$ cat src/design/regfile.sv
// 32 x 32 register file, two combinational reads and one clocked write.
`timescale 1ns/1ps

module regfile (
    input  logic        clk,
    input  logic        we_i,
    input  logic [4:0]  waddr_i,
    input  logic [31:0] wdata_i,
    input  logic [4:0]  raddr_a_i,
    input  logic [4:0]  raddr_b_i,
    output logic [31:0] rdata_a_o,
    output logic [31:0] rdata_b_o
);

    logic [31:0] regs [32];

    always_ff @(posedge clk) begin
        if (we_i && (waddr_i != 5'd0)) begin  // register zero is never written.
            regs[waddr_i] <= wdata_i;
        end
    end

    assign rdata_a_o = (raddr_a_i == 5'd0) ? 32'h0 : regs[raddr_a_i];
    assign rdata_b_o = (raddr_b_i == 5'd0) ? 32'h0 : regs[raddr_b_i];

endmodule

$ cat config.mk
export PLATFORM = sky130hd
export DESIGN_NAME = regfile
export DESIGN_NICKNAME = d
export VERILOG_FILES = /design/src/design/regfile.sv
export SDC_FILE = /design/constraint.sdc
export NUM_CORES = 1
export LEC_CHECK = 0
export BUFFER_PORTS_ARGS = -buffer_cell sky130_fd_sc_hd__buf_4
export CAP_MARGIN = 20
export CORE_MARGIN = 5
export CORE_UTILIZATION = 49
export DETAILED_ROUTE_END_ITERATION = 10
export GPL_TIMING_DRIVEN = 0
export SYNTH_ARGS = -nofsm -noshare
export SYNTH_HDL_FRONTEND = slang
export SYNTH_SLANG_ARGS = --single-unit
$ cat constraint.sdc
create_clock -name clk -period 3.35 [get_ports clk]
set_input_delay 0.67 -clock clk [delete_from_list [all_inputs] [get_ports clk]]
set_output_delay 0.67 -clock clk [all_outputs]
set_load 0.03 [all_outputs]
==> flow_metrics.py <==
metrics = {
    "sta": {
        "slew-limit-headroom_pct": 27.2,
        "worstMarginPinSlew_ps": 1090,
        "period_needed_ps": 3420,
        "finalSetupViolCount": 22,
        "rsz0062_at_grt": "true",
        "drv_slew": 0,
        "fin_crit_sh_pct": 102,
        "hold_violations": 0,
        "max_clock_freq_mhz": 292,
        "setup_ws_ps": -71.7,
    },
    "grt": {
        "globalRouteOverflowTotal": 0,
        "grt_pass1_vias": 31000,
        "antenna_found_initial": 3,
        "grt_usage_pct": 34.7,
        "grt_pass1_wl_um": 248000,
        "grt_start_max_net_pins": 33,
    },
    "layout": {
        "fin_util_pct": 58.4,
        "final_common_cell": "edfxtp_1",
        "layout_common_cells": "1,024 x edfxtp_1, 320 x mux2i_1, 298 x mux4_2",
        "drive_gt1_share_pct": 35.4,
        "largest_register": "regs",
        "largest_register_ffs": 1024,
        "syn_to_final_growth_pct": 18.1,
        "largest_registers": "regs: 1024 flops",
        "fin_cells": 4236,
        "layout.nets": 2913,
    },
    "clock_tree": {
        "cts.htree.levels": 3,
        "cts_tree": "yes",
        "cts_buffer_depth": 3,
        "cts-root-buf": "clkbuf_16",
        "tritoncts.num_buffers": 106,
        "clkTransAtPathRegs_ps": 60,
        "clock-sinks": 1024,
        "ctsHoldBuffers": 0,
    },
    "yosys": {
        "ys_types": 38,
        "yosysSeqAreaShare_pct": 64.2,
        "synth_area_um2": 47900,
        "synth_top_area_share_pct": 64.2,
        "avgSynthCellArea_um2": 18.7,
        "yosysTopAreaCell": "edfxtp_1",
        "ys_warn_count": 0,
        "syn_inst": 2564,
        "synth_top_flop_cell": "edfxtp_1",
        "synth_area_leaders": "edfxtp_1 64%, mux4_2 14%, mux2i_1 6.7%, mux4_1 3.0%, mux2_2 1.5%",
        "ys_ff_latch": 1024,
        "synthArstFlopShare_pct": 0,
        "synth_edf_count": 1024,
    },
    "placed_design": {
        "dp_hpwl_um": 121000,
        "dp_cells": 4027,
        "port_buffers": 105,
        "routabilityCongestion": 0.925,
    },
    "power_and_ir_drop": {
        "ir_worst_vdd_mv": 0.460,
        "pwr_density_cell_nw_per_um2": 518,
        "cellLeakagePower_uw": 0.0188,
        "finalPower_uw": 29300,
    },
    "setup_path": {
        "cpPeakStageDelay_ps": 380,
        "cp_slowest_cell": "a211oi_2",
        "worst-setup-path-type": "in2out",
        "critPathRequiredTime_ps": 2680,
        "worst_path_most_repeated_cell": "buf_4",
        "path_cells": "buf_4 -> buf_4 -> buf_6 -> nand3b_1 -> buf_4 -> clkbuf_8 -> o221ai_1 -> a21oi_1 -> a211oi_2 -> buf_4",
        "crit_path_start_kind": "primary input",
        "setup.worst_path.end_class": "output pin",
        "worstPathMaxFanout": 10,
        "cp_data_arrival_time_ps": 2750,
    },
    "status": {
        "violations": "setup timing",
        "status": "finished with violations",
    },
    "detailed_routing": {
        "drt-initial-drc-count": 5429,
        "vias": 31300,
        "routed_via_density": 7.38,
        "routed_wl_um": 183000,
        "firstDrtPassIters": 6,
        "remaining_drc_errors": 0,
        "drtAntennaViolNets": 0,
        "wire_per_inst_um": 43.2,
    },
    "min_path": {
        "holdPathStages": 1,
        "hold_path.class": "in2reg",
    },
    "floorplanning": {
        "die_width_um": 323,
        "pin_count": 113,
        "die_h_um": 323,
        "initial_utilization_pct": 49.5,
        "core_um2": 96900,
        "rows": 114,
        "dieArea_um2": 104000,
    },
    "run": {
        "drv_cap": 0,
    },
}
what timing repair did:
item,in CTS,in global routing
pin swaps,17,9
buffers inserted,5,3
setup endpoints to repair,64,58
gates resized for setup,365,79
through the flow:
stage	setup TNS (ps)	worst slack (ps)	hold slack (ps)	area (um2)
2_1_floorplan	0	115	769	48000
3_3_place_gp	-2070500	-2390	1080	50400
3_5_place_dp	-63230	-1380	1090	51600
4_1_cts	-99.7	-35.4	353	56300
5_1_grt	-246	-61.3	380	56600
6_report	-395	-71.7	389	56600
worst max-delay path: cells and delay by family:
family | cells | cell delay [ps]
compound gates | 3 | 670
simple gates | 1 | 100
buf+inv | 6 | 1280
cells by family (layout without fill, tap and decap cells):
| logic type | after synthesis | in the layout | synth area share [%] |
|---|---|---|---|
| DFF | 1024 | 1024 | 64.2 |
| muxes | 736 | 736 | 25.1 |
| AOI/OAI and AO/OA | 375 | 375 | 6.09 |
| buffers and inverters | 218 | 579 | 2.44 |
| and+or+nand+nor | 210 | 210 | 2.17 |
| other | 1 | 36 | 0.00782 |
final cells by class:
class / count / area, um2
clock buffer: 124 / 2720
fill: 7130 / 40300
timing repair buffer: 165 / 1860
buffer: 212 / 1940
inverter: 2 / 7.51
antenna: 4 / 10.0
clock inverter: 76 / 613
multi-input combinational: 1353 / 17100
sequential: 1024 / 30700
tap: 1276 / 1600
path summary, 6_finish.rpt:
| check | startpoint | end | slack, ps |
|---|---|---|---|
| hold / removal | wdata_i[4] | regs[8][4]$_DFFE_PP_ | 390 |
| setup / recovery | raddr_b_i[1] | rdata_b_o[20] | -70 |
Yosys cell counts (2+ instances only):
| master | instances |
|---|---|
| nand2_1 | 83 |
| mux4_1 | 54 |
| buf_6 | 12 |
| a221oi_1 | 36 |
| a211oi_1 | 64 |
| o21ai_1 | 4 |
| a21oi_1 | 32 |
| mux2_2 | 64 |
| a22oi_1 | 64 |
| nand4_1 | 32 |
| buf_1 | 3 |
| or3b_1 | 2 |
| inv_1 | 2 |
| a221oi_2 | 19 |
| edfxtp_1 | 1024 |
| nand3b_1 | 6 |
| o2111ai_1 | 9 |
| buf_4 | 51 |
| o221ai_1 | 64 |
| clkbuf_1 | 98 |
| and2_1 | 2 |
| buf_2 | 51 |
| nor2b_1 | 37 |
| or3b_2 | 3 |
| or3_1 | 2 |
| o21ai_0 | 51 |
| nor2_1 | 36 |
| mux2i_1 | 320 |
| mux4_2 | 298 |
| a311oi_1 | 32 |
| nand3_1 | 2 |
metal layers:
| metal | part of all wire, % | vias up | track usage, % | routed length, um |
|---|---|---|---|---|
| met4 | 4.7 | 2 | 14.5 | 8540 |
| li1 | - | 11700 | - | - |
| met5 | 0.0060 | - | 0 | 11 |
| met2 | 46 | 2737 | 53.4 | 83700 |
| met3 | 14 | 453 | 11.2 | 24900 |
| met1 | 36 | 16400 | 46.2 | 65900 |
power by group:
group	total [uW]	switching, uW	internal [uW]
combinational	3400	2150	1250
clock	11600	5080	6490
sequential	14400	83.3	14300
Note: power is estimated with default switching activity, not from simulation.
