### config.mk
export PLATFORM = sky130hd
export DESIGN_NAME = fetch_unit
export DESIGN_NICKNAME = d
export VERILOG_FILES = /design/src/design/mips_pkg.sv /design/src/design/fetch_unit.sv
export SDC_FILE = /design/constraint.sdc
export NUM_CORES = 2
export LEC_CHECK = 0
export ABC_AREA = 1
export BUFFER_PORTS_ARGS = -buffer_cell sky130_fd_sc_hd__buf_4
export CAP_MARGIN = 5
export CORE_MARGIN = 8
export CORE_UTILIZATION = 57
export CTS_CLUSTER_DIAMETER = 40
export CTS_CLUSTER_SIZE = 30
export DETAILED_ROUTE_END_ITERATION = 12
export PLACE_DENSITY = 0.76
export SYNTH_ARGS = -nofsm -noshare
export SYNTH_HDL_FRONTEND = slang
export SYNTH_SLANG_ARGS = --single-unit
### constraint.sdc
create_clock -name clk -period 4.42 [get_ports clk]
set_clock_uncertainty 0.05 [all_clocks]
set_input_delay 0.221 -clock clk [delete_from_list [all_inputs] [get_ports clk]]
set_output_delay 0.221 -clock clk [all_outputs]
set_load 0.1 [all_outputs]
### src/design/mips_pkg.sv
// shared opcodes, instruction formats and records for the single-cycle MIPS32 core.
// compile it ahead of every design file.
package mips_pkg;

    localparam int IMEM_WORDS = 64;
    localparam int DMEM_WORDS = 64;
    localparam int IMEM_AW = $clog2(IMEM_WORDS);
    localparam int DMEM_AW = $clog2(DMEM_WORDS);

    localparam logic [5:0] OP_RTYPE = 6'h00;
    localparam logic [5:0] OP_J     = 6'h02;
    localparam logic [5:0] OP_BEQ   = 6'h04;
    localparam logic [5:0] OP_BNE   = 6'h05;
    localparam logic [5:0] OP_ADDIU = 6'h09;
    localparam logic [5:0] OP_ORI   = 6'h0d;
    localparam logic [5:0] OP_LUI   = 6'h0f;
    localparam logic [5:0] OP_LW    = 6'h23;
    localparam logic [5:0] OP_SW    = 6'h2b;

    localparam logic [5:0] FN_SLL  = 6'h00;
    localparam logic [5:0] FN_ADDU = 6'h21;
    localparam logic [5:0] FN_SUBU = 6'h23;
    localparam logic [5:0] FN_AND  = 6'h24;
    localparam logic [5:0] FN_OR   = 6'h25;
    localparam logic [5:0] FN_SLT  = 6'h2a;

    typedef enum logic [2:0] {
        ALU_ADD = 3'd0,
        ALU_SUB = 3'd1,
        ALU_AND = 3'd2,
        ALU_OR  = 3'd3,
        ALU_SLT = 3'd4,
        ALU_SLL = 3'd5,
        ALU_LUI = 3'd6
    } alu_op_e;

    typedef struct packed {
        logic [5:0] op;
        logic [4:0] rs;
        logic [4:0] rt;
        logic [4:0] rd;
        logic [4:0] shamt;
        logic [5:0] funct;
    } r_fmt_t;

    typedef struct packed {
        logic [5:0]  op;
        logic [4:0]  rs;
        logic [4:0]  rt;
        logic [15:0] imm;
    } i_fmt_t;

    typedef struct packed {
        logic [5:0]  op;
        logic [25:0] target;
    } j_fmt_t;

    typedef union packed {
        r_fmt_t r_fmt;
        i_fmt_t i_fmt;
        j_fmt_t j_fmt;
    } instr_u;

    typedef struct packed {
        logic    reg_dst;       // write rd instead of rt.
        logic    alu_src_imm;
        logic    alu_src_shamt;
        logic    sign_ext;
        logic    mem_to_reg;
        logic    mem_wr;
        logic    reg_wr;
        logic    branch;
        logic    branch_ne;     // branch on non-zero, so BNE.
        logic    jump;
        alu_op_e alu_op;
    } ctrl_t;

    typedef struct packed {
        logic        valid;
        logic [31:0] pc;
        logic        rf_we;
        logic [4:0]  rf_addr;
        logic [31:0] rf_data;
        logic        mem_we;
        logic [31:0] mem_addr;
        logic [31:0] mem_data;
    } retire_t;

endpackage

### src/design/fetch_unit.sv
// program counter with next-PC selection and the instruction RAM.
// the RAM is loaded through the write port while run_i is low.
`timescale 1ns/1ps

module fetch_unit (
    input  logic                         clk,
    input  logic                         reset_i,
    input  logic                         run_i,
    input  logic                         imem_we_i,
    input  logic [mips_pkg::IMEM_AW-1:0] imem_addr_i,
    input  logic [31:0]                  imem_data_i,
    input  logic                         branch_i,
    input  logic                         branch_ne_i,
    input  logic                         jump_i,
    input  logic                         zero_i,
    input  logic [31:0]                  imm_i,
    output logic [31:0]                  pc_o,
    output mips_pkg::instr_u             instr_o
);
    import mips_pkg::*;

    logic [31:0] imem [IMEM_WORDS];
    logic [31:0] pc_seq;
    logic [31:0] pc_branch;
    logic [31:0] pc_jump;
    logic [31:0] pc_next;
    logic        take_branch;

    always_ff @(posedge clk) begin
        if (imem_we_i && !run_i) begin  // loading is only accepted while stopped.
            imem[imem_addr_i] <= imem_data_i;
        end
    end

    assign instr_o = imem[pc_o[IMEM_AW+1:2]];

    assign pc_seq      = pc_o + 32'd4;
    assign pc_branch   = pc_seq + {imm_i[29:0], 2'b00};
    assign pc_jump     = {pc_seq[31:28], instr_o.j_fmt.target, 2'b00};
    assign take_branch = branch_i & (zero_i ^ branch_ne_i);  // BNE inverts the zero test.

    always_comb begin
        if (jump_i) begin
            pc_next = pc_jump;
        end else if (take_branch) begin
            pc_next = pc_branch;
        end else begin
            pc_next = pc_seq;
        end
    end

    always_ff @(posedge clk) begin
        if (reset_i) begin
            pc_o <= '0;
        end else if (run_i) begin
            pc_o <= pc_next;  // holds while the core is paused.
        end
    end

endmodule

==> reports/qor.yml <==
status: "completed"
wl_mm: 249
crit_type: "register to output pin"
yosysUniqueCellTypes: 35
clock_latency_ns: 0.87
tns_ns: 0
period_needed_ns: 4.40
fp.dieW_um: 405
synth_warnings: 0
peakVddDrop_v: 0.000400
synth_seq_cells: 2084
nFillCells: 10500
netlist_instances: 7360
cts-root-buf: "clkbuf_16"
firstDrtPassIters: 6
yosysTopAreaCellShare_pct: 71.4
grt.overflow.total: 0
ios: 142
path_clk_slew_ns: 0.06
cap_violations: 0
layout.nets: 7603
drive_above_1_share_pct: 10.2
grt_pass1_wl_mm: 366
h-tree-depth: 4
ys_seq_area_share_pct: 72.3
placementRows: 142
cts.sinks: 2084
power_density_nw_per_um2: 470
power_mw: 46.0
tightest_slew_ns: 1.34
post-route-util_pct: 65.3
slew_violations: 0
drtAntennaViolNets: 0
cts_setup_buffers: 0
drc_errors: 0
vias_per_cell: 6.30
die_y_um: 405
grt.total_usage_pct: 29.6
setup_viol: 0
drt_iter0_drc: 9275
core_area_um2: 150000
synth_area_leaders: "edfxtp_1 (71%), nand3_1 (7.9%), nand2_1 (7.7%)"
avgSynthCellArea_um2: 11.7
netlist_area_um2: 86100
dp_hpwl_mm: 135
rsz0062_at_grt: "false"
grt_max_degree: 141
required_ns: 4.15
via_count: 61000
min_path_type: "input port to register"
place_congestion: 0.919
first_global_vias: 58800
numCtsBuffers: 211
cts_tree: "yes"
antenna_found_initial: 8
syn_to_final_growth_pct: 13.7
slew_headroom_pct: 10.3
io_buffers: 137
cp.arrival_ns: 4.12
power.leakage_nw: 34.3
setup_ws_ns: 0.0241
post-route-period-util_pct: 99.5
pre_cts_slack_ns: 0.659
wl_per_cell_um: 25.6
dieArea_um2: 164000
finalHoldViolCount: 0
cts_buffer_depth: 3
cp_max_fo: 88
start_util_pct: 57.4
cp-end-kind: "output pin"
yosys.area.top_type: "edfxtp_1"
fmax_mhz: 227
start_kind: "register"
layer usage:
| metal | routed length [um] | vias up | track usage, % | share of wire [%] |
|---|---|---|---|---|
| met4 | 13600 | 8 | 15.2 | 5.5 |
| met2 | 115000 | 4372 | 46.8 | 46 |
| met3 | 30400 | 758 | 6.62 | 12 |
| li1 | - | 26600 | - | - |
| met5 | 54 | - | 0 | 0.022 |
| met1 | 89300 | 29300 | 38.8 | 36 |
what timing repair did:
item                       4_1_cts  5_1_grt
hold endpoints to repair      2204        0
hold buffers                    53        0
setup endpoints to repair        0        3
gates resized for setup          0        3
metrics by stage:
step | cell area [um^2] | hold slack, ns | std cells
after floorplan | 86100 | 0.270 | 7361
after global placement | 90100 | 0.479 | 9237
after detailed placement | 90100 | 0.493 | 9237
after CTS | 97800 | 0.0131 | 9691
after global routing | 97900 | 0.0726 | 9693
final | 97900 | 0.0706 | 9695
path summary, 6_finish.rpt:
check                                   end  depth (start not counted)  slack, ns       from
worst max-delay path            instr_o[13]                         10       0.02   register
worst min-delay path               pc_o[17]                          7       0.07  imm_i[15]
worst max register to register     pc_o[20]                         19       0.43    pc_o[2]
worst min register to register     pc_o[30]                          2       0.50   pc_o[30]
Yosys cell counts:
master,instances
edfxtp_1,2048
nand2_1,1758
nand3_1,1354
nor2_1,577
o21ai_0,476
clkbuf_1,222
o22ai_1,219
inv_1,157
buf_2,127
a21oi_1,88
buf_1,67
buf_4,46
ha_1,37
dfxtp_1,36
nand4_1,21
and2_1,19
nor3_1,19
o21ai_1,16
xor2_1,13
nor4_1,10
xnor2_1,10
nand3b_1,8
o21bai_1,6
buf_6,5
mux2i_1,5
or2_2,4
clkinv_1,2
inv_2,2
o211ai_1,2
a21boi_0,1
a221oi_1,1
a31oi_1,1
conb_1,1
fa_1,1
o21a_1,1
logic make-up after synthesis:
kind of cell | Yosys count | share of synthesized area, %
simple gates | 3770 | 18.6
flops | 2084 | 72.3
compound gates | 811 | 5.07
buf+inv | 628 | 3.17
fa+ha+maj | 38 | 0.561
xor+xnor | 23 | 0.234
mux | 5 | 0.0581
other cells | 1 | 0.00436
power by group:
part / switching, mW / internal [mW] / leakage (nW) / total, mW
combinational: 4.49 / 1.49 / 12.1 / 5.98
sequential: 0.105 / 21.8 / 18.7 / 21.9
clock: 8.23 / 9.92 / 3.46 / 18.2
final cells by class:
type                            count  area, um^2  share of cell area [%]
Tap cell                         2016        2520                    2.58
Multi-Input combinational cell   4649       21600                    22.1
Clock inverter                    174        1800                    1.84
Inverter                          161         633                   0.647
Clock buffer                      227        5400                    5.52
Timing Repair Buffer              380        3640                    3.72
Antenna cell                        4        10.0                  0.0102
Sequential cell                  2084       62200                    63.6
state kept, by name (all words and copies together), names as in the netlist, named ones only:
name  flops
imem   2048
pc_o     30
layout by cell type, fill, tap and decap left out, types with 6 or more instances in the layout:
cell	count
a21oi_1	88
and2_1	19
buf_12	52
buf_4	275
bufinv_16	12
clkbuf_1	13
clkbuf_16	214
clkinv_1	20
clkinv_2	22
clkinv_4	13
clkinv_8	20
clkinvlp_4	25
dfxtp_1	30
dlygate4sd3_1	53
edfxtp_1	2048
ha_1	37
inv_1	154
inv_6	46
inv_8	20
nand2_1	1758
nand3_1	1353
nand3b_1	8
nand4_1	21
nor2_1	518
nor2_4	56
nor3_1	19
nor4_2	8
o21ai_0	476
o21ai_1	16
o21bai_1	6
o22ai_1	219
xnor2_1	10
xor2_1	13
worst max-delay path: stages, from the launching register on:
cell     delay, ns
dfxtp_4       0.45
inv_8         0.51
buf_12        0.40
nand3_1       0.16
nand3_1       0.12
nand3_1       0.15
nand3_1       0.15
nand2_1       0.06
mux2i_1       0.56
inv_1         0.25
buf_4         0.30
Note: power is estimated with default switching activity, not from simulation.
