**config.mk**
```make
export PLATFORM = sky130hd
export DESIGN_NAME = alu
export DESIGN_NICKNAME = d
export VERILOG_FILES = /design/src/design/mips_pkg.sv /design/src/design/alu.sv
export SDC_FILE = /design/constraint.sdc
export NUM_CORES = 1
export LEC_CHECK = 0
export BUFFER_PORTS_ARGS = -buffer_cell sky130_fd_sc_hd__buf_2
export CAP_MARGIN = 20
export CORE_ASPECT_RATIO = 0.5
export CORE_MARGIN = 3
export CORE_UTILIZATION = 33
export DETAILED_ROUTE_END_ITERATION = 8
export PLACE_DENSITY_LB_ADDON = 0.3
export SLEW_MARGIN = 10
export SYNTH_ARGS = -nofsm -noshare
export SYNTH_HDL_FRONTEND = slang
export SYNTH_SLANG_ARGS = --single-unit
```
**constraint.sdc**
```tcl
create_clock -name vclk -period 3.7
set_input_delay 0.37 -clock vclk [all_inputs]
set_output_delay 0.37 -clock vclk [all_outputs]
set_load 0.01 [all_outputs]
```
**src/design/mips_pkg.sv**
```systemverilog
// shared opcodes, instruction formats and records for the single-cycle MIPS32 core.
// compile it ahead of every design file.
package mips_pkg;

    localparam int IMEM_WORDS = 64;
    localparam int DMEM_WORDS = 64;
    localparam int IMEM_AW = $clog2(IMEM_WORDS);
    localparam int DMEM_AW = $clog2(DMEM_WORDS);

    localparam logic [5:0] OP_RTYPE = 6'h00;
    localparam logic [5:0] OP_J     = 6'h02;
    localparam logic [5:0] OP_BEQ   = 6'h04;
    localparam logic [5:0] OP_BNE   = 6'h05;
    localparam logic [5:0] OP_ADDIU = 6'h09;
    localparam logic [5:0] OP_ORI   = 6'h0d;
    localparam logic [5:0] OP_LUI   = 6'h0f;
    localparam logic [5:0] OP_LW    = 6'h23;
    localparam logic [5:0] OP_SW    = 6'h2b;

    localparam logic [5:0] FN_SLL  = 6'h00;
    localparam logic [5:0] FN_ADDU = 6'h21;
    localparam logic [5:0] FN_SUBU = 6'h23;
    localparam logic [5:0] FN_AND  = 6'h24;
    localparam logic [5:0] FN_OR   = 6'h25;
    localparam logic [5:0] FN_SLT  = 6'h2a;

    typedef enum logic [2:0] {
        ALU_ADD = 3'd0,
        ALU_SUB = 3'd1,
        ALU_AND = 3'd2,
        ALU_OR  = 3'd3,
        ALU_SLT = 3'd4,
        ALU_SLL = 3'd5,
        ALU_LUI = 3'd6
    } alu_op_e;

    typedef struct packed {
        logic [5:0] op;
        logic [4:0] rs;
        logic [4:0] rt;
        logic [4:0] rd;
        logic [4:0] shamt;
        logic [5:0] funct;
    } r_fmt_t;

    typedef struct packed {
        logic [5:0]  op;
        logic [4:0]  rs;
        logic [4:0]  rt;
        logic [15:0] imm;
    } i_fmt_t;

    typedef struct packed {
        logic [5:0]  op;
        logic [25:0] target;
    } j_fmt_t;

    typedef union packed {
        r_fmt_t r_fmt;
        i_fmt_t i_fmt;
        j_fmt_t j_fmt;
    } instr_u;

    typedef struct packed {
        logic    reg_dst;       // write rd instead of rt.
        logic    alu_src_imm;
        logic    alu_src_shamt;
        logic    sign_ext;
        logic    mem_to_reg;
        logic    mem_wr;
        logic    reg_wr;
        logic    branch;
        logic    branch_ne;     // branch on non-zero, so BNE.
        logic    jump;
        alu_op_e alu_op;
    } ctrl_t;

    typedef struct packed {
        logic        valid;
        logic [31:0] pc;
        logic        rf_we;
        logic [4:0]  rf_addr;
        logic [31:0] rf_data;
        logic        mem_we;
        logic [31:0] mem_addr;
        logic [31:0] mem_data;
    } retire_t;

endpackage

```
**src/design/alu.sv**
```systemverilog
// integer ALU for the supported subset, with a zero flag for branches.
`timescale 1ns/1ps

module alu (
    input  logic [31:0]       a_i,
    input  logic [31:0]       b_i,
    input  logic [4:0]        shamt_i,
    input  mips_pkg::alu_op_e op_i,
    output logic [31:0]       res_o,
    output logic              zero_o
);
    import mips_pkg::*;

    logic slt;

    assign slt = ($signed(a_i) < $signed(b_i));

    always_comb begin
        case (op_i)
            ALU_ADD: res_o = a_i + b_i;
            ALU_SUB: res_o = a_i - b_i;
            ALU_AND: res_o = a_i & b_i;
            ALU_OR:  res_o = a_i | b_i;
            ALU_SLT: res_o = {31'h0, slt};
            ALU_SLL: res_o = b_i << shamt_i;  // shifts rt, as SLL does.
            ALU_LUI: res_o = {b_i[15:0], 16'h0000};
            default: res_o = a_i + b_i;
        endcase
    end

    assign zero_o = (res_o == 32'h0);

endmodule

```
==> metrics.cfg, run 1 <==
[route]
wl_per_cell_um = 22.68
drtIter0Drc = 1367
vias = 11470
antenna_left = 0
viasPerCell = 5.887
drc = 0
firstDrtPassIters = 6
routed_wl_mm = 44.18

[setup_path]
crit_fanout = 6
cp_cell_sequence = clkbuf_4, inv_1, ha_4, nand3_1, o211ai_2, a21oi_2, a2111oi_4, or3_4, xnor2_2, a221o_1, a211o_1, nor4b_2, or4b_4, nor4b_4, buf_2
cp_slowest_stage_delay_ns = 0.51
worstPathArrival_ns = 4.07
crit_buf_inv = 3
startpoint_type = input pin
required_ns = 3.33
cp_top_family = compound AO/OA/AOI/OAI gates
critPathCaptureType = primary output
critPathKind = in -> out
crit_slowest_cell = or4b_4

[logic_synthesis]
synth_area_per_cell_sq_um = 6.827
seq_area_frac_synth_pct = 0
syn_area_sq_um = 7462
synth_top_cell_by_area = ha_1
ys_types = 91
synth.area.top_cells = ha_1 16%, a21oi_1 6.4%, mux2i_1 6.0%
yosysTopAreaCellShare_pct = 16.10
syn_nets = 1263
yosysWarnings = 0
synth_cells = 1093

[sta]
final_max_slew_viol_count = 0
finalHoldViolations = 0
fin_crit_ns = 4.442
setup_violations = 6
setup-tns-final_ns = -1.397
period_share_pct = 120.1
max_freq_mhz = 225.1
rsz0062_at_grt = true
slew_headroom_pct = 50.32
fin_ws_ns = -0.7420
hold_slack_ns = 1.570
tightest_slew_ns = 0.7452

[power_and_ir_drop]
switching_share_pct = 51.54
p_sw_mw = 1.236
p_leak_nw = 6.375
peakVddDrop_uv = 73.69
p_clk_share_pct = 0
internal_power_mw = 1.162
p_comb_share_pct = 100.0
seqPwrFrac_pct = 0
powerDensity_nw_per_um2 = 183.2
p_total_mw = 2.399

[place]
detailedPlacementHpwl_mm = 36.44
port_buffers = 105
place_congestion = 1.079
placed_cells = 1918
place_area_sq_um = 11900

[floorplan]
fp.dieW_um = 218.7
die_area_sq_um = 24560
start_util_pct = 34.04
core_sq_um = 21920
fp.dieH_um = 112.3
num_io_pins = 105
rows = 38

[finish]
final_cell_mix = 498 x buf_4, 91 x nand2_1, 88 x buf_2
layout.cells.most_common = buf_4
fill_cells = 2077
finalNetCount = 1818
seq_cell_count = 0
drive_gt1_share_pct = 50.00
synthToLayoutAreaGrowth_pct = 75.47
stdcell_count = 1948
n_clock_buffer = 0
seqCellArea_sq_um = 0
final_area_sq_um = 13090

[run_status]
violations = negative setup slack
status = finished, violations left

[global_routing]
grt_pass1_wl_mm = 65.93
grt_pass1_vias = 11110
antenna_found_initial = 1
grt_use_total_pct = 34.31
grt_overflow = 0
grt_max_degree = 26

[flow_run]
max_cap_violations = 0

[hold_path]
hp-class = in -> out

[clocking]
holdBufCountCts = 0

## routing by layer
metal  GRT usage [%]  up-vias  share of wire (%)  routed length (um)
li1                -     5221                  -                   -
met1           51.27     5513                 45               19940
met2           54.02      650                 43               19190
met3           3.652       84                9.6                4234
met4           5.304        0                1.9                 821
met5               0        -                  0                   0
## area by class of cell
| type | count | area [sq um] | share of cell area [%] |
|---|---|---|---|
| Tap cell | 300 | 375.4 | 2.867 |
| Multi-Input combinational cell | 917 | 7629 | 58.26 |
| Antenna cell | 2 | 5.005 | 0.03822 |
| Inverter | 105 | 404.1 | 3.086 |
| Timing Repair Buffer | 624 | 4681 | 35.75 |
## metrics by stage
stage | utilization [%] | setup slack, ns
2_1_floorplan | - | -0.2859
3_3_place_gp | 54.28 | -1.239
3_5_place_dp | 54.28 | -1.232
4_1_cts | 57.28 | -0.7868
5_1_grt | 59.72 | -0.8681
6_report | 59.74 | -0.7420
## power by group through the flow
stage               combinational (mW)    clock (mW)  sequential, mW
floorplan                        0.940             0               0
global placement                  2.06             0               0
detailed placement                2.07             0               0
CTS                               2.22             0               0
global route                      2.53             0               0
finish                            2.40  0.0000000564               0
## worst paths after layout
check     from  endpoint  slack [ns]  cells past startpoint
max     b_i[4]    zero_o       -0.74                     15
min    op_i[2]  res_o[2]        1.57                      5
## Yosys cell counts (all sizes together), types with 12 or more instances
cell      n
buf      31
ha       96
o22ai    29
mux4     14
nor3     18
a211oi   21
a221oi   13
mux2i    46
inv     103
o31ai    15
nand2    97
o21ai    81
nand3    19
mux2     25
nand2b   12
o211ai   13
nor4     18
a21o     14
clkbuf   40
nor2     85
a21oi    95
## what timing repair did
action / in CTS / in global routing
pin swaps: 44 / 44
endpoints found under the setup margin: 14 / 14
buffers inserted: 19 / 15
gates resized for setup: 108 / 103
## logic make-up after synthesis
family | Yosys count | share of synthesized area, %
XOR/XNOR | 11 | 1.291
multiplexers | 85 | 14.34
AND/OR/NAND/NOR | 315 | 20.57
adder cells (fa/ha/maj) | 98 | 16.63
AO/OA/AOI/OAI | 408 | 37.83
buffers and inverters | 176 | 9.339
Power figures use the tool's default switching activity.
==> run 2: changes to the inputs <==
==> constraint.sdc (replaced) <==
create_clock -name vclk -period 3.7
set_input_delay 0.185 -clock vclk [all_inputs]
set_output_delay 0.185 -clock vclk [all_outputs]
set_load 0.01 [all_outputs]
==> metrics.cfg, run 2 (synthesized netlist as in run 1, its figures left out) <==
[run_status]
status = finished, violations left  ; unchanged
violations = negative setup slack  ; unchanged

[setup_path]
critPathKind = in -> out  ; unchanged
required_ns = 3.51  ; was 3.33 ns
worstSetupStartpoint = b_i[8]  ; was b_i[4]
worstPathArrival_ns = 4.03  ; was 4.07 ns
crit_end = zero_o  ; unchanged
critPathCaptureType = primary output  ; unchanged
startpoint_type = input pin  ; unchanged
crit_fanout = 4  ; was 6

[floorplan]
start_util_pct = 34.04  ; unchanged
core_sq_um = 21920  ; unchanged
fp.dieW_um = 218.7  ; unchanged
num_io_pins = 105  ; unchanged
rows = 38  ; unchanged
fp.dieH_um = 112.3  ; unchanged
die_area_sq_um = 24560  ; unchanged

[place]
detailedPlacementHpwl_mm = 33.45  ; was 36.44 mm
place_area_sq_um = 11140  ; was 11900 sq um
port_buffers = 105  ; unchanged
place_congestion = 1.031  ; was 1.079

[sta]
setup-tns-final_ns = -0.5104  ; was -1.397 ns
setup_violations = 1  ; was 6
final_max_slew_viol_count = 0  ; unchanged
period_share_pct = 113.8  ; was 120.1%
slew_headroom_pct = 22.94  ; was 50.32%
fin_ws_ns = -0.5104  ; was -0.7420 ns
rsz0062_at_grt = true  ; unchanged
finalHoldViolations = 0  ; unchanged
tightest_slew_ns = 1.153  ; was 0.7452 ns
max_freq_mhz = 237.5  ; was 225.1 MHz
fin_crit_ns = 4.210  ; was 4.442 ns

[finish]
antenna_cells = 0  ; was 2
seq_cell_count = 0  ; unchanged
final_cell_mix = 399 x buf_4, 101 x buf_2, 100 x inv_1  ; was 498 x buf_4, 91 x nand2_1, 88 x buf_2
layout.cells.most_common = buf_4  ; unchanged
seqCellArea_sq_um = 0  ; unchanged
drive_gt1_share_pct = 41.38  ; was 50.00%
synthToLayoutAreaGrowth_pct = 56.07  ; was 75.47%
final_area_sq_um = 11650  ; was 13090 sq um
n_clock_buffer = 0  ; unchanged
finalNetCount = 1709  ; was 1818

[global_routing]
grt_max_degree = 26  ; unchanged
grt_use_total_pct = 31.00  ; was 34.31%
grt_pass1_wl_mm = 59.96  ; was 65.93 mm
antenna_found_initial = 1  ; unchanged
grt_overflow = 0  ; unchanged
grt_pass1_vias = 10280  ; was 11110

[hold_path]
hp-class = in -> out  ; unchanged

[power_and_ir_drop]
p_total_mw = 2.088  ; was 2.399 mW
peakVddDrop_uv = 64.48  ; was 73.69 uV
p_leak_nw = 5.759  ; was 6.375 nW
powerDensity_nw_per_um2 = 179.3  ; was 183.2 nW/um^2

[route]
drc = 0  ; unchanged
wl_per_cell_um = 21.78  ; was 22.68 um
viasPerCell = 5.851  ; was 5.887
firstDrtPassIters = 6  ; unchanged
vias = 10750  ; was 11470
drtIter0Drc = 1225  ; was 1367
routed_wl_mm = 40.01  ; was 44.18 mm
antenna_left = 0  ; unchanged

[clocking]
holdBufCountCts = 0  ; unchanged

[flow_run]
max_cap_violations = 0  ; unchanged

## run 2: metrics by stage
| step | hold WS [ns] | setup WS [ns] | util [%] | cells |
|---|---|---|---|---|
| after floorplan | 0.6789 | 0.004000 | - | 1093 |
| after global placement | 1.103 | -0.7778 | 50.80 | 1821 |
| after detailed placement | 1.112 | -0.7657 | 50.80 | 1821 |
| after CTS | 1.114 | -0.4579 | 52.09 | 1828 |
| after global routing | 1.133 | -0.6282 | 53.13 | 1837 |
| final | 1.113 | -0.5104 | 53.13 | 1837 |
## run 2: area by class of cell
| cell class | count | area (sq um) |
|---|---|---|
| Fill cell | 2213 | 10270 |
| Tap cell | 300 | 375.4 |
| Timing Repair Buffer | 515 | 3747 |
| Inverter | 105 | 396.6 |
| Multi-Input combinational cell | 917 | 7127 |
## run 2: how the worst min path moves through the flow
stage | from | end | slack [ns] | depth (start not counted)
after floorplan | op_i[2] | res_o[10] | 0.68 | 3
after global placement | op_i[2] | res_o[2] | 1.10 | 6
after detailed placement | op_i[2] | res_o[2] | 1.11 | 6
after CTS | op_i[2] | res_o[2] | 1.11 | 6
after global routing | op_i[2] | res_o[2] | 1.13 | 6
final | op_i[2] | res_o[2] | 1.11 | 6
## run 2: routing by layer
metal	up-vias	routed length, um	global-route usage (%)	part of all wire [%]
met5	-	13	0	0.032
met4	2	1420	9.142	3.5
met3	91	3607	4.247	9.0
met2	570	16960	47.82	42
met1	5105	18010	44.87	45
li1	4980	-	-	-
## run 2: where the power goes
group          internal (mW)  total, mW  leakage (nW)  switching, mW
clock                      0          0             0              0
combinational          0.985       2.09          5.76           1.10
sequential                 0          0             0              0
## run 2: critical path: stages
cell      delay [ns]
buf_2           0.09
inv_1           0.06
ha_1            0.34
buf_4           0.17
a21oi_1         0.22
o32ai_1         0.11
nor2_1          0.23
a21oi_4         0.13
o211a_1         0.31
a211oi_1        0.65
o221a_2         0.32
o21ai_0         0.12
or4b_4          0.58
nor4b_4         0.33
buf_2           0.19
## run 2: what timing repair did
action | CTS | global route
setup buffers | 7 | 9
pin swaps | 21 | 22
setup endpoints to repair | 5 | 5
hold endpoints to repair | 0 | 0
cloned | 0 | 0
gates resized for setup | 40 | 36
