`src/design/mips_pkg.sv`:
```
// shared opcodes, instruction formats and records for the single-cycle MIPS32 core.
// compile it ahead of every design file.
package mips_pkg;

    localparam int IMEM_WORDS = 64;
    localparam int DMEM_WORDS = 64;
    localparam int IMEM_AW = $clog2(IMEM_WORDS);
    localparam int DMEM_AW = $clog2(DMEM_WORDS);

    localparam logic [5:0] OP_RTYPE = 6'h00;
    localparam logic [5:0] OP_J     = 6'h02;
    localparam logic [5:0] OP_BEQ   = 6'h04;
    localparam logic [5:0] OP_BNE   = 6'h05;
    localparam logic [5:0] OP_ADDIU = 6'h09;
    localparam logic [5:0] OP_ORI   = 6'h0d;
    localparam logic [5:0] OP_LUI   = 6'h0f;
    localparam logic [5:0] OP_LW    = 6'h23;
    localparam logic [5:0] OP_SW    = 6'h2b;

    localparam logic [5:0] FN_SLL  = 6'h00;
    localparam logic [5:0] FN_ADDU = 6'h21;
    localparam logic [5:0] FN_SUBU = 6'h23;
    localparam logic [5:0] FN_AND  = 6'h24;
    localparam logic [5:0] FN_OR   = 6'h25;
    localparam logic [5:0] FN_SLT  = 6'h2a;

    typedef enum logic [2:0] {
        ALU_ADD = 3'd0,
        ALU_SUB = 3'd1,
        ALU_AND = 3'd2,
        ALU_OR  = 3'd3,
        ALU_SLT = 3'd4,
        ALU_SLL = 3'd5,
        ALU_LUI = 3'd6
    } alu_op_e;

    typedef struct packed {
        logic [5:0] op;
        logic [4:0] rs;
        logic [4:0] rt;
        logic [4:0] rd;
        logic [4:0] shamt;
        logic [5:0] funct;
    } r_fmt_t;

    typedef struct packed {
        logic [5:0]  op;
        logic [4:0]  rs;
        logic [4:0]  rt;
        logic [15:0] imm;
    } i_fmt_t;

    typedef struct packed {
        logic [5:0]  op;
        logic [25:0] target;
    } j_fmt_t;

    typedef union packed {
        r_fmt_t r_fmt;
        i_fmt_t i_fmt;
        j_fmt_t j_fmt;
    } instr_u;

    typedef struct packed {
        logic    reg_dst;       // write rd instead of rt.
        logic    alu_src_imm;
        logic    alu_src_shamt;
        logic    sign_ext;
        logic    mem_to_reg;
        logic    mem_wr;
        logic    reg_wr;
        logic    branch;
        logic    branch_ne;     // branch on non-zero, so BNE.
        logic    jump;
        alu_op_e alu_op;
    } ctrl_t;

    typedef struct packed {
        logic        valid;
        logic [31:0] pc;
        logic        rf_we;
        logic [4:0]  rf_addr;
        logic [31:0] rf_data;
        logic        mem_we;
        logic [31:0] mem_addr;
        logic [31:0] mem_data;
    } retire_t;

endpackage

```
`src/design/decode_ctrl.sv`:
```
// instruction decoder producing the control struct and the extended immediate.
// purely combinational, driven straight from the fetched word.
`timescale 1ns/1ps

module decode_ctrl (
    input  mips_pkg::instr_u instr_i,
    output mips_pkg::ctrl_t  ctrl_o,
    output logic [31:0]      imm_o
);
    import mips_pkg::*;

    logic [15:0] imm_raw;

    assign imm_raw = instr_i.i_fmt.imm;
    assign imm_o   = ctrl_o.sign_ext ? {{16{imm_raw[15]}}, imm_raw} : {16'h0000, imm_raw};

    always_comb begin
        ctrl_o        = '0;
        ctrl_o.alu_op = ALU_ADD;
        case (instr_i.r_fmt.op)
            OP_RTYPE: begin
                ctrl_o.reg_dst = 1'b1;
                ctrl_o.reg_wr  = 1'b1;
                case (instr_i.r_fmt.funct)
                    FN_ADDU: ctrl_o.alu_op = ALU_ADD;
                    FN_SUBU: ctrl_o.alu_op = ALU_SUB;
                    FN_AND:  ctrl_o.alu_op = ALU_AND;
                    FN_OR:   ctrl_o.alu_op = ALU_OR;
                    FN_SLT:  ctrl_o.alu_op = ALU_SLT;
                    FN_SLL: begin
                        ctrl_o.alu_op        = ALU_SLL;
                        ctrl_o.alu_src_shamt = 1'b1;
                    end
                    default: ctrl_o.reg_wr = 1'b0;  // unsupported funct writes nothing.
                endcase
            end
            OP_ADDIU: begin
                ctrl_o.alu_src_imm = 1'b1;
                ctrl_o.sign_ext    = 1'b1;
                ctrl_o.reg_wr      = 1'b1;
            end
            OP_ORI: begin
                ctrl_o.alu_src_imm = 1'b1;
                ctrl_o.reg_wr      = 1'b1;
                ctrl_o.alu_op      = ALU_OR;
            end
            OP_LUI: begin
                ctrl_o.alu_src_imm = 1'b1;
                ctrl_o.reg_wr      = 1'b1;
                ctrl_o.alu_op      = ALU_LUI;
            end
            OP_LW: begin
                ctrl_o.alu_src_imm = 1'b1;
                ctrl_o.sign_ext    = 1'b1;
                ctrl_o.mem_to_reg  = 1'b1;
                ctrl_o.reg_wr      = 1'b1;
            end
            OP_SW: begin
                ctrl_o.alu_src_imm = 1'b1;
                ctrl_o.sign_ext    = 1'b1;
                ctrl_o.mem_wr      = 1'b1;
            end
            OP_BEQ, OP_BNE: begin
                ctrl_o.branch    = 1'b1;
                ctrl_o.branch_ne = (instr_i.r_fmt.op == OP_BNE);
                ctrl_o.sign_ext  = 1'b1;
                ctrl_o.alu_op    = ALU_SUB;  // zero flag compares rs with rt.
            end
            OP_J: ctrl_o.jump = 1'b1;
            default: ctrl_o = '0;  // unknown opcode, no write of any kind.
        endcase
    end

endmodule

```
`config.mk`:
```
export PLATFORM = sky130hd
export DESIGN_NAME = decode_ctrl
export DESIGN_NICKNAME = d
export VERILOG_FILES = /design/src/design/mips_pkg.sv /design/src/design/decode_ctrl.sv
export SDC_FILE = /design/constraint.sdc
export NUM_CORES = 1
export LEC_CHECK = 0
export BUFFER_PORTS_ARGS = -buffer_cell sky130_fd_sc_hd__buf_2
export CAP_MARGIN = 20
export CORE_MARGIN = 8
export CORE_UTILIZATION = 25
export DETAILED_ROUTE_END_ITERATION = 7
export PLACE_DENSITY = 0.78
export SLEW_MARGIN = 10
export SYNTH_ARGS = -nofsm -noshare
export SYNTH_HDL_FRONTEND = slang
export SYNTH_SLANG_ARGS = --single-unit
export TNS_END_PERCENT = 1
```
`constraint.sdc`:
```
create_clock -name vclk -period 2.1
set_input_delay 0.105 -clock vclk [all_inputs]
set_output_delay 0.105 -clock vclk [all_outputs]
set_load 0.02 [all_outputs]
```
==> results.py, run 1 <==
metrics = {
    "clocking": {
        "post_cts_resized": 0,
        "ctsHoldBuffers": 0,
        "cts_setup_buffers": 0,
    },
    "power_and_ir_drop": {
        "power.share.clock": 0,
        "p_seq_frac": 0,
        "switching_share": 0.649,
        "ir_worst_vdd_v": 0.0000476,
        "leakage_uw": 0.000353,
        "p_sw_uw": 66.6,
        "p_int_uw": 36.0,
        "power_frac_comb": 1.000,
        "p_per_area_nw_per_um2": 170,
        "power_uw": 103,
    },
    "floorplanning": {
        "core_sq_um": 2190,
        "top_level_ports": 77,
        "die_area_sq_um": 4050,
        "die_x_um": 63.7,
        "dieHeight_um": 63.7,
        "start_util": 0.259,
        "rows": 17,
    },
    "flow_run": {
        "cap_viol_max_count": 0,
    },
    "synthesis": {
        "syn-num-nets": 116,
        "synth_mux_area_frac": 0,
        "synth-compound-area-share": 0.176,
        "synthCells": 84,
        "synth-simple-area-share": 0.330,
        "synthAdderAreaFrac": 0,
        "ys_types": 35,
        "synth_top_family_by_area": "buffers and inverters",
        "avgSynthCellArea_sq_um": 6.76,
        "synth-seq-area-share": 0,
        "synthXorXnorAreaFrac": 0.0154,
        "syn-cell-area_sq_um": 568,
        "ys.warnings.count": 0,
    },
    "sta": {
        "max_freq_mhz": 590,
        "hold_viol": 0,
        "period_minus_slack_ps": 1700,
        "setup_viol": 0,
        "rsz0062_at_grt": "no",
        "finalMaxSlewViolations": 0,
        "final.setup.tns_ps": 0,
        "period_share": 0.807,
        "relSlewSlack": 0.711,
        "tightest_slew_ps": 433,
    },
    "min_path": {
        "holdCritPathClass": "input pin to output port",
        "min_from": "instr_i[9]",
    },
    "detailed_routing": {
        "drtIter0Drc": 1,
        "drt_wl_total_um": 1610,
        "drc_errors": 0,
        "vias": 567,
        "viasPerCell": 4.43,
        "wl_per_cell_um": 12.6,
        "final_antenna_net_count": 0,
        "drt_first_pass_iters": 2,
    },
    "worst_setup_path": {
        "crit_type": "input pin to output port",
        "cp_common_cell": "buf_2",
        "crit_buf_inv": 2,
        "crit_arrival_ps": 1590,
        "critical_path.startpoint": "instr_i[29]",
        "crit_required_ps": 2000,
        "cp_slowest_cell": "a21oi_2",
        "end_kind": "output port",
        "cp_top_family": "compound AO/OA/AOI/OAI gates",
        "path_cells": "buf_2 > or3b_1 > a211o_1 > a21oi_2 > buf_2",
        "crit_fanout": 16,
        "cpPeakStageDelay_ps": 390,
        "crit_path_start_kind": "input pin",
    },
    "global_route": {
        "track_usage": 0.0680,
        "grt_pass1_vias": 556,
        "grt_overflow_total": 0,
        "grt_pass1_wl_um": 2460,
        "antenna_found_initial": 0,
        "grt_max_degree": 17,
    },
    "placement": {
        "portBuffers": 49,
        "globalplace.congestion": 0.680,
        "dp_hpwl_um": 1390,
    },
    "cells_and_area": {
        "clkbuf_count": 0,
        "n_antenna_cell": 0,
        "seq_area_sq_um": 0,
        "seq_cells": 0,
        "drive_above_1_share": 0.520,
        "nFillCells": 253,
        "finalNetCount": 134,
        "synthToLayoutAreaGrowth_pct": 6.17,
    },
    "run_status": {
        "outcome": "finished clean",
    },
}
## per-layer routing
metal  track usage  part of all wire  wire length (um)
met3        0.0530              0.18               282
met1        0.0783              0.43               696
met5             0                 0                 0
met4       0.00279            0.0025                 4
met2         0.101              0.39               627
## cells in the mapped netlist, drive strengths merged (2+ instances only)
| library cell | count | share of area |
|---|---|---|
| a21oi | 2 | 0.018 |
| buf | 33 | 0.44 |
| inv | 6 | 0.040 |
| nand2 | 3 | 0.020 |
| nand2b | 3 | 0.033 |
| nand4 | 2 | 0.022 |
| nor2 | 4 | 0.026 |
| nor2b | 2 | 0.022 |
| nor3 | 3 | 0.035 |
| nor4 | 2 | 0.022 |
| o21ai | 2 | 0.018 |
| or2b | 2 | 0.026 |
## power groups by stage
stage / sequential, uW / combinational [uW] / clock (uW)
5_1_grt: 0 / 113 / 0
3_5_place_dp: 0 / 103 / 0
4_1_cts: 0 / 103 / 0
6_report: 0 / 103 / 0
2_1_floorplan: 0 / 103 / 0
3_3_place_gp: 0 / 102 / 0
## layout by cell type, fill, tap and decap left out, drive strengths merged, types with 2 or more instances in the layout
cell type	count
a21oi	2
buf	49
inv	6
nand2	3
nand2b	3
nand4	2
nor2	4
nor2b	2
nor3	3
nor4	2
o21ai	2
or2b	2
## per-stage QoR
step	cell area, sq um	hold slack (ps)	cells	worst slack, ps	util
6_report	603	210	128	405	0.275
5_1_grt	603	210	128	281	0.275
2_1_floorplan	572	287	84	318	-
3_3_place_gp	603	210	128	421	0.275
4_1_cts	603	210	128	388	0.275
3_5_place_dp	603	210	128	387	0.275
## final cells by class
| type | count | area [sq um] | area share |
|---|---|---|---|
| timing repair buffer | 49 | 245 | 0.407 |
| inverter | 6 | 22.5 | 0.0373 |
| tap | 28 | 35.0 | 0.0581 |
| multi-input combinational | 45 | 300 | 0.498 |
## cells by family after synthesis
family	count (synthesis)
compound gates	14
xor+xnor	1
buf+inv	39
simple gates	30
## final timing paths
| check | endpoint | cells after the start |
|---|---|---|
| worst max-delay path | imm_o[26] | 5 |
| worst min-delay path | imm_o[9] | 0 |
Power figures use the tool's default switching activity.
==> run 2: changes to the inputs <==
--- a/config.mk
+++ b/config.mk
@@ -10,7 +10,7 @@
 export CORE_MARGIN = 8
 export CORE_UTILIZATION = 25
 export DETAILED_ROUTE_END_ITERATION = 7
-export PLACE_DENSITY = 0.78
+export PLACE_DENSITY = 0.81
 export SLEW_MARGIN = 10
 export SYNTH_ARGS = -nofsm -noshare
 export SYNTH_HDL_FRONTEND = slang
==> constraint.sdc (replaced) <==
create_clock -name vclk -period 1.49
set_input_delay 0.0745 -clock vclk [all_inputs]
set_output_delay 0.0745 -clock vclk [all_outputs]
set_load 0.02 [all_outputs]
==> run 2 against run 1 <==
- critical path depth stayed put
- global-route usage is 0.57 points higher
- sequential share of layout area is the same
- setup slack got worse by 370 ps
==> results.py, run 2 (same netlist as run 1, synthesis figures left out) <==
metrics = {
    "run_status": {
        "outcome": "finished clean",
    },
    "power_and_ir_drop": {
        "p_per_area_nw_per_um2": 241,
        "ir_worst_vdd_v": 0.0000665,
        "leakage_uw": 0.000371,
    },
    "global_route": {
        "grt_pass1_vias": 591,
        "track_usage": 0.0737,
        "grt_overflow_total": 0,
        "grt_max_degree": 17,
        "antenna_found_initial": 0,
        "grt_pass1_wl_um": 2680,
    },
    "floorplanning": {
        "start_util": 0.259,
        "top_level_ports": 77,
        "die_x_um": 63.7,
        "dieHeight_um": 63.7,
        "core_sq_um": 2190,
        "rows": 17,
        "die_area_sq_um": 4050,
    },
    "worst_setup_path": {
        "path_cells": "buf_2 > or3b_1 > a211o_4 > a21oi_4 > buf_2",
        "critical_path.startpoint": "instr_i[31]",
        "crit_buf_inv": 2,
        "cpPeakStageDelay_ps": 390,
        "cp_common_cell": "buf_2",
        "cp_slowest_cell": "a211o_4",
        "crit_path_start_kind": "input pin",
        "end_kind": "output port",
        "setup.worst_path.end": "imm_o[24]",
        "crit_fanout": 8,
        "crit_required_ps": 1420,
        "crit_arrival_ps": 1380,
        "cp_top_family": "compound AO/OA/AOI/OAI gates",
        "cp.depth": 5,
        "crit_type": "input pin to output port",
    },
    "sta": {
        "period_share": 0.977,
        "max_freq_mhz": 687,
        "period_minus_slack_ps": 1460,
        "relSlewSlack": 0.758,
        "rsz0062_at_grt": "yes",
        "finalWorstSetupSlack_ps": 33.9,
        "finalMaxSlewViolations": 0,
        "setup_viol": 0,
        "hold_viol": 0,
        "tightest_slew_ps": 362,
    },
    "clocking": {
        "ctsHoldBuffers": 0,
    },
    "cells_and_area": {
        "instances_no_fill": 132,
        "seq_cells": 0,
        "drive_above_1_share": 0.548,
        "layout_common_cells": "buf_2 (49), inv_1 (6), nor2_1 (4)",
        "final_common_cell": "buf_2",
        "clkbuf_count": 0,
        "n_antenna_cell": 0,
        "post-route-cell-area_sq_um": 658,
        "synthToLayoutAreaGrowth_pct": 15.9,
        "seq_area_sq_um": 0,
        "finalNetCount": 138,
    },
    "detailed_routing": {
        "drc_errors": 0,
        "drtIter0Drc": 9,
        "wl_per_cell_um": 13.4,
        "final_antenna_net_count": 0,
        "viasPerCell": 4.76,
        "vias": 628,
        "drt_first_pass_iters": 4,
        "drt_wl_total_um": 1770,
    },
    "min_path": {
        "holdCritPathClass": "input pin to output port",
    },
    "placement": {
        "portBuffers": 49,
        "placed_area_sq_um": 633,
        "place_ws_ps": 12.0,
        "dp_hpwl_um": 1480,
        "globalplace.congestion": 0.787,
        "dp.cells": 131,
    },
    "flow_run": {
        "cap_viol_max_count": 0,
    },
}
[run 2: changes by cell type in the layout (fill, tap and decap cells not counted), sizes merged]
| cell | delta |
|---|---|
| a21oi | +1 |
| buf | +3 |
[run 2: area by class of cell]
| class | instances | area (sq um) |
|---|---|---|
| Fill cell | 246 | 1530 |
| Inverter | 6 | 22.5 |
| Multi-Input combinational cell | 46 | 333 |
| Tap cell | 28 | 35.0 |
| Timing Repair Buffer | 52 | 268 |
[run 2: metal layers]
layer,track usage,up-vias,part of all wire
li1,-,308,-
met1,0.0753,274,0.38
met2,0.119,42,0.42
met3,0.0565,4,0.19
met4,0.0111,0,0.0073
met5,0,-,0
[run 2: power breakdown]
part	internal [uW]	total (uW)	switching (uW)	leakage, uW
clock network	0	0	0	0
registers	0	0	0	0
logic	58.0	159	101	0.000371
[run 2: through the flow]
| step | util | TNS [ps] | power, uW | hold slack, ps |
|---|---|---|---|---|
| global route | 0.300 | -279 | 174 | 149 |
| floorplan | - | -363 | 147 | 226 |
| detailed placement | 0.289 | 0 | 153 | 149 |
| CTS | 0.289 | 0 | 154 | 149 |
| global placement | 0.289 | 0 | 151 | 149 |
| finish | 0.300 | 0 | 159 | 149 |
[run 2: timing repair]
item	4_1_cts	5_1_grt
setup buffers	0	0
endpoints found under the setup margin	0	16
resized for setup	0	2
[run 2: how the worst min path moves through the flow]
stage                startpoint        end  slack (ps)  cells after the start
global route        instr_i[13]  imm_o[13]         150                      0
CTS                 instr_i[14]  imm_o[14]         150                      0
finish              instr_i[13]  imm_o[13]         150                      0
detailed placement  instr_i[14]  imm_o[14]         150                      0
floorplan           instr_i[30]  ctrl_o[9]         230                      1
global placement    instr_i[14]  imm_o[14]         150                      0
==> run 3: changes to the inputs <==
--- a/config.mk
+++ b/config.mk
@@ -5,6 +5,7 @@
 export SDC_FILE = /design/constraint.sdc
 export NUM_CORES = 1
 export LEC_CHECK = 0
+export ABC_AREA = 1
 export BUFFER_PORTS_ARGS = -buffer_cell sky130_fd_sc_hd__buf_2
 export CAP_MARGIN = 20
 export CORE_MARGIN = 8
==> run 3 against run 2 <==
- via count is 5.3% lower
- largest power group unchanged
- cell count is 15% higher
- fmax is 10% higher
- highest routed layer is now met3
==> results.py, run 3 <==
metrics = {
    "run_status": {
        "outcome": "finished clean",
    },
    "global_route": {
        "antenna_found_initial": 0,
        "track_usage": 0.0644,
        "grt_max_degree": 17,
        "grt_pass1_wl_um": 2340,
        "grt_overflow_total": 0,
        "grt_pass1_vias": 554,
    },
    "sta": {
        "period_share": 0.884,
        "relSlewSlack": 0.768,
        "tightest_slew_ps": 348,
        "setup_viol": 0,
        "max_freq_mhz": 759,
        "period_minus_slack_ps": 1320,
        "rsz0062_at_grt": "no",
        "finalMaxSlewViolations": 0,
        "final.setup.tns_ps": 0,
        "hold_viol": 0,
    },
    "detailed_routing": {
        "drtIter0Drc": 15,
        "viasPerCell": 3.91,
        "vias": 595,
        "drt_first_pass_iters": 4,
        "final_antenna_net_count": 0,
        "drc_errors": 0,
        "wl_per_cell_um": 9.66,
        "drt_wl_total_um": 1470,
    },
    "floorplanning": {
        "die_x_um": 63.6,
        "top_level_ports": 77,
        "core_sq_um": 2170,
        "die_area_sq_um": 4040,
        "rows": 17,
        "start_util": 0.261,
        "dieHeight_um": 63.6,
    },
    "clocking": {
        "post_cts_resized": 0,
        "cts_setup_buffers": 0,
        "ctsHoldBuffers": 0,
    },
    "cells_and_area": {
        "n_antenna_cell": 0,
        "postLayoutCoreUtil": 0.283,
        "finalNetCount": 158,
        "seq_cells": 0,
        "synthToLayoutAreaGrowth_pct": 8.41,
        "drive_above_1_share": 0.444,
        "clkbuf_count": 0,
        "seq_area_sq_um": 0,
        "layout_common_cells": "buf_2 (49), nand2_1 (21), nor2_1 (19)",
        "final_common_cell": "buf_2",
    },
    "worst_setup_path": {
        "crit_type": "input pin to output port",
        "cp_top_family": "simple AND/OR/NAND/NOR gates",
        "cp_common_cell": "buf_2",
        "crit_fanout": 16,
        "crit_arrival_ps": 1240,
        "end_kind": "output port",
        "crit_required_ps": 1420,
        "crit_path_start_kind": "input pin",
        "path_cells": "buf_2 > inv_1 > nand2_2 > nor2_1 > nand2_1 > nand3_2 > and2_1 > buf_2",
        "crit_buf_inv": 3,
        "cpPeakStageDelay_ps": 330,
        "cp_slowest_cell": "and2_1",
        "critical_path.startpoint": "instr_i[30]",
    },
    "flow_run": {
        "cap_viol_max_count": 0,
    },
    "synthesis": {
        "ys_types": 14,
        "yosys.area.top_type": "buf_4",
        "syn-num-nets": 138,
        "syn-cell-area_sq_um": 566,
        "synth-seq-area-share": 0,
        "synthTopCellsByArea": "buf_4 (41%), nand2_1 (14%), nor2_1 (13%)",
        "synth_top_area_share": 0.412,
        "synthCells": 106,
        "yosysMostFrequentCell": "buf_4",
        "avgSynthCellArea_sq_um": 5.34,
        "ys.warnings.count": 0,
        "synth_common_cells": "buf_4 (31), nand2_1 (21), nor2_1 (19)",
    },
    "power_and_ir_drop": {
        "power_uw": 133,
        "leakage_uw": 0.000472,
        "p_per_area_nw_per_um2": 217,
        "ir_worst_vdd_v": 0.0000879,
    },
    "placement": {
        "portBuffers": 49,
        "dp_hpwl_um": 1380,
        "globalplace.congestion": 0.760,
    },
    "min_path": {
        "min_from": "instr_i[12]",
        "min_to": "imm_o[12]",
        "hold_depth": 0,
        "holdCritPathClass": "input pin to output port",
    },
}
run 3: worst max path at each step:
stage                            to  cells after the start
after floorplan           imm_o[17]                      7
after global placement    imm_o[31]                      8
after detailed placement  imm_o[16]                      8
after CTS                 imm_o[16]                      8
after global routing      imm_o[22]                      8
final                     imm_o[31]                      8
run 3: where the power goes:
group	internal [uW]	switching, uW
Combinational	43.7	89.5
Sequential	0	0
Clock	0	0
run 3: metrics by stage:
step	hold WS [ps]	setup WS (ps)	instance area, sq um	instances
2_1_floorplan	262	117	566	106
3_3_place_gp	149	157	613	152
3_5_place_dp	149	133	613	152
4_1_cts	149	133	613	152
5_1_grt	149	29.4	613	152
6_report	149	172	613	152
run 3: area by class of cell:
cell class,count,area [sq um]
fill,277,1560
tap,28,35.0
multi-input combinational,60,277
inverter,15,56.3
timing repair buffer,49,245
run 3: kinds of logic after synthesis:
logic type             synth area share
AO/OA/AOI/OAI                    0.0221
AND/OR/NAND/NOR                   0.467
buffers and inverters             0.511
run 3: metal layers:
layer / share of wire / vias to the layer above / global-route usage
met5: 0 / - / 0
met4: 0 / 0 / 0
met3: 0.054 / 0 / 0.0124
met2: 0.54 / 23 / 0.127
met1: 0.41 / 244 / 0.0723
li1: - / 328 / -
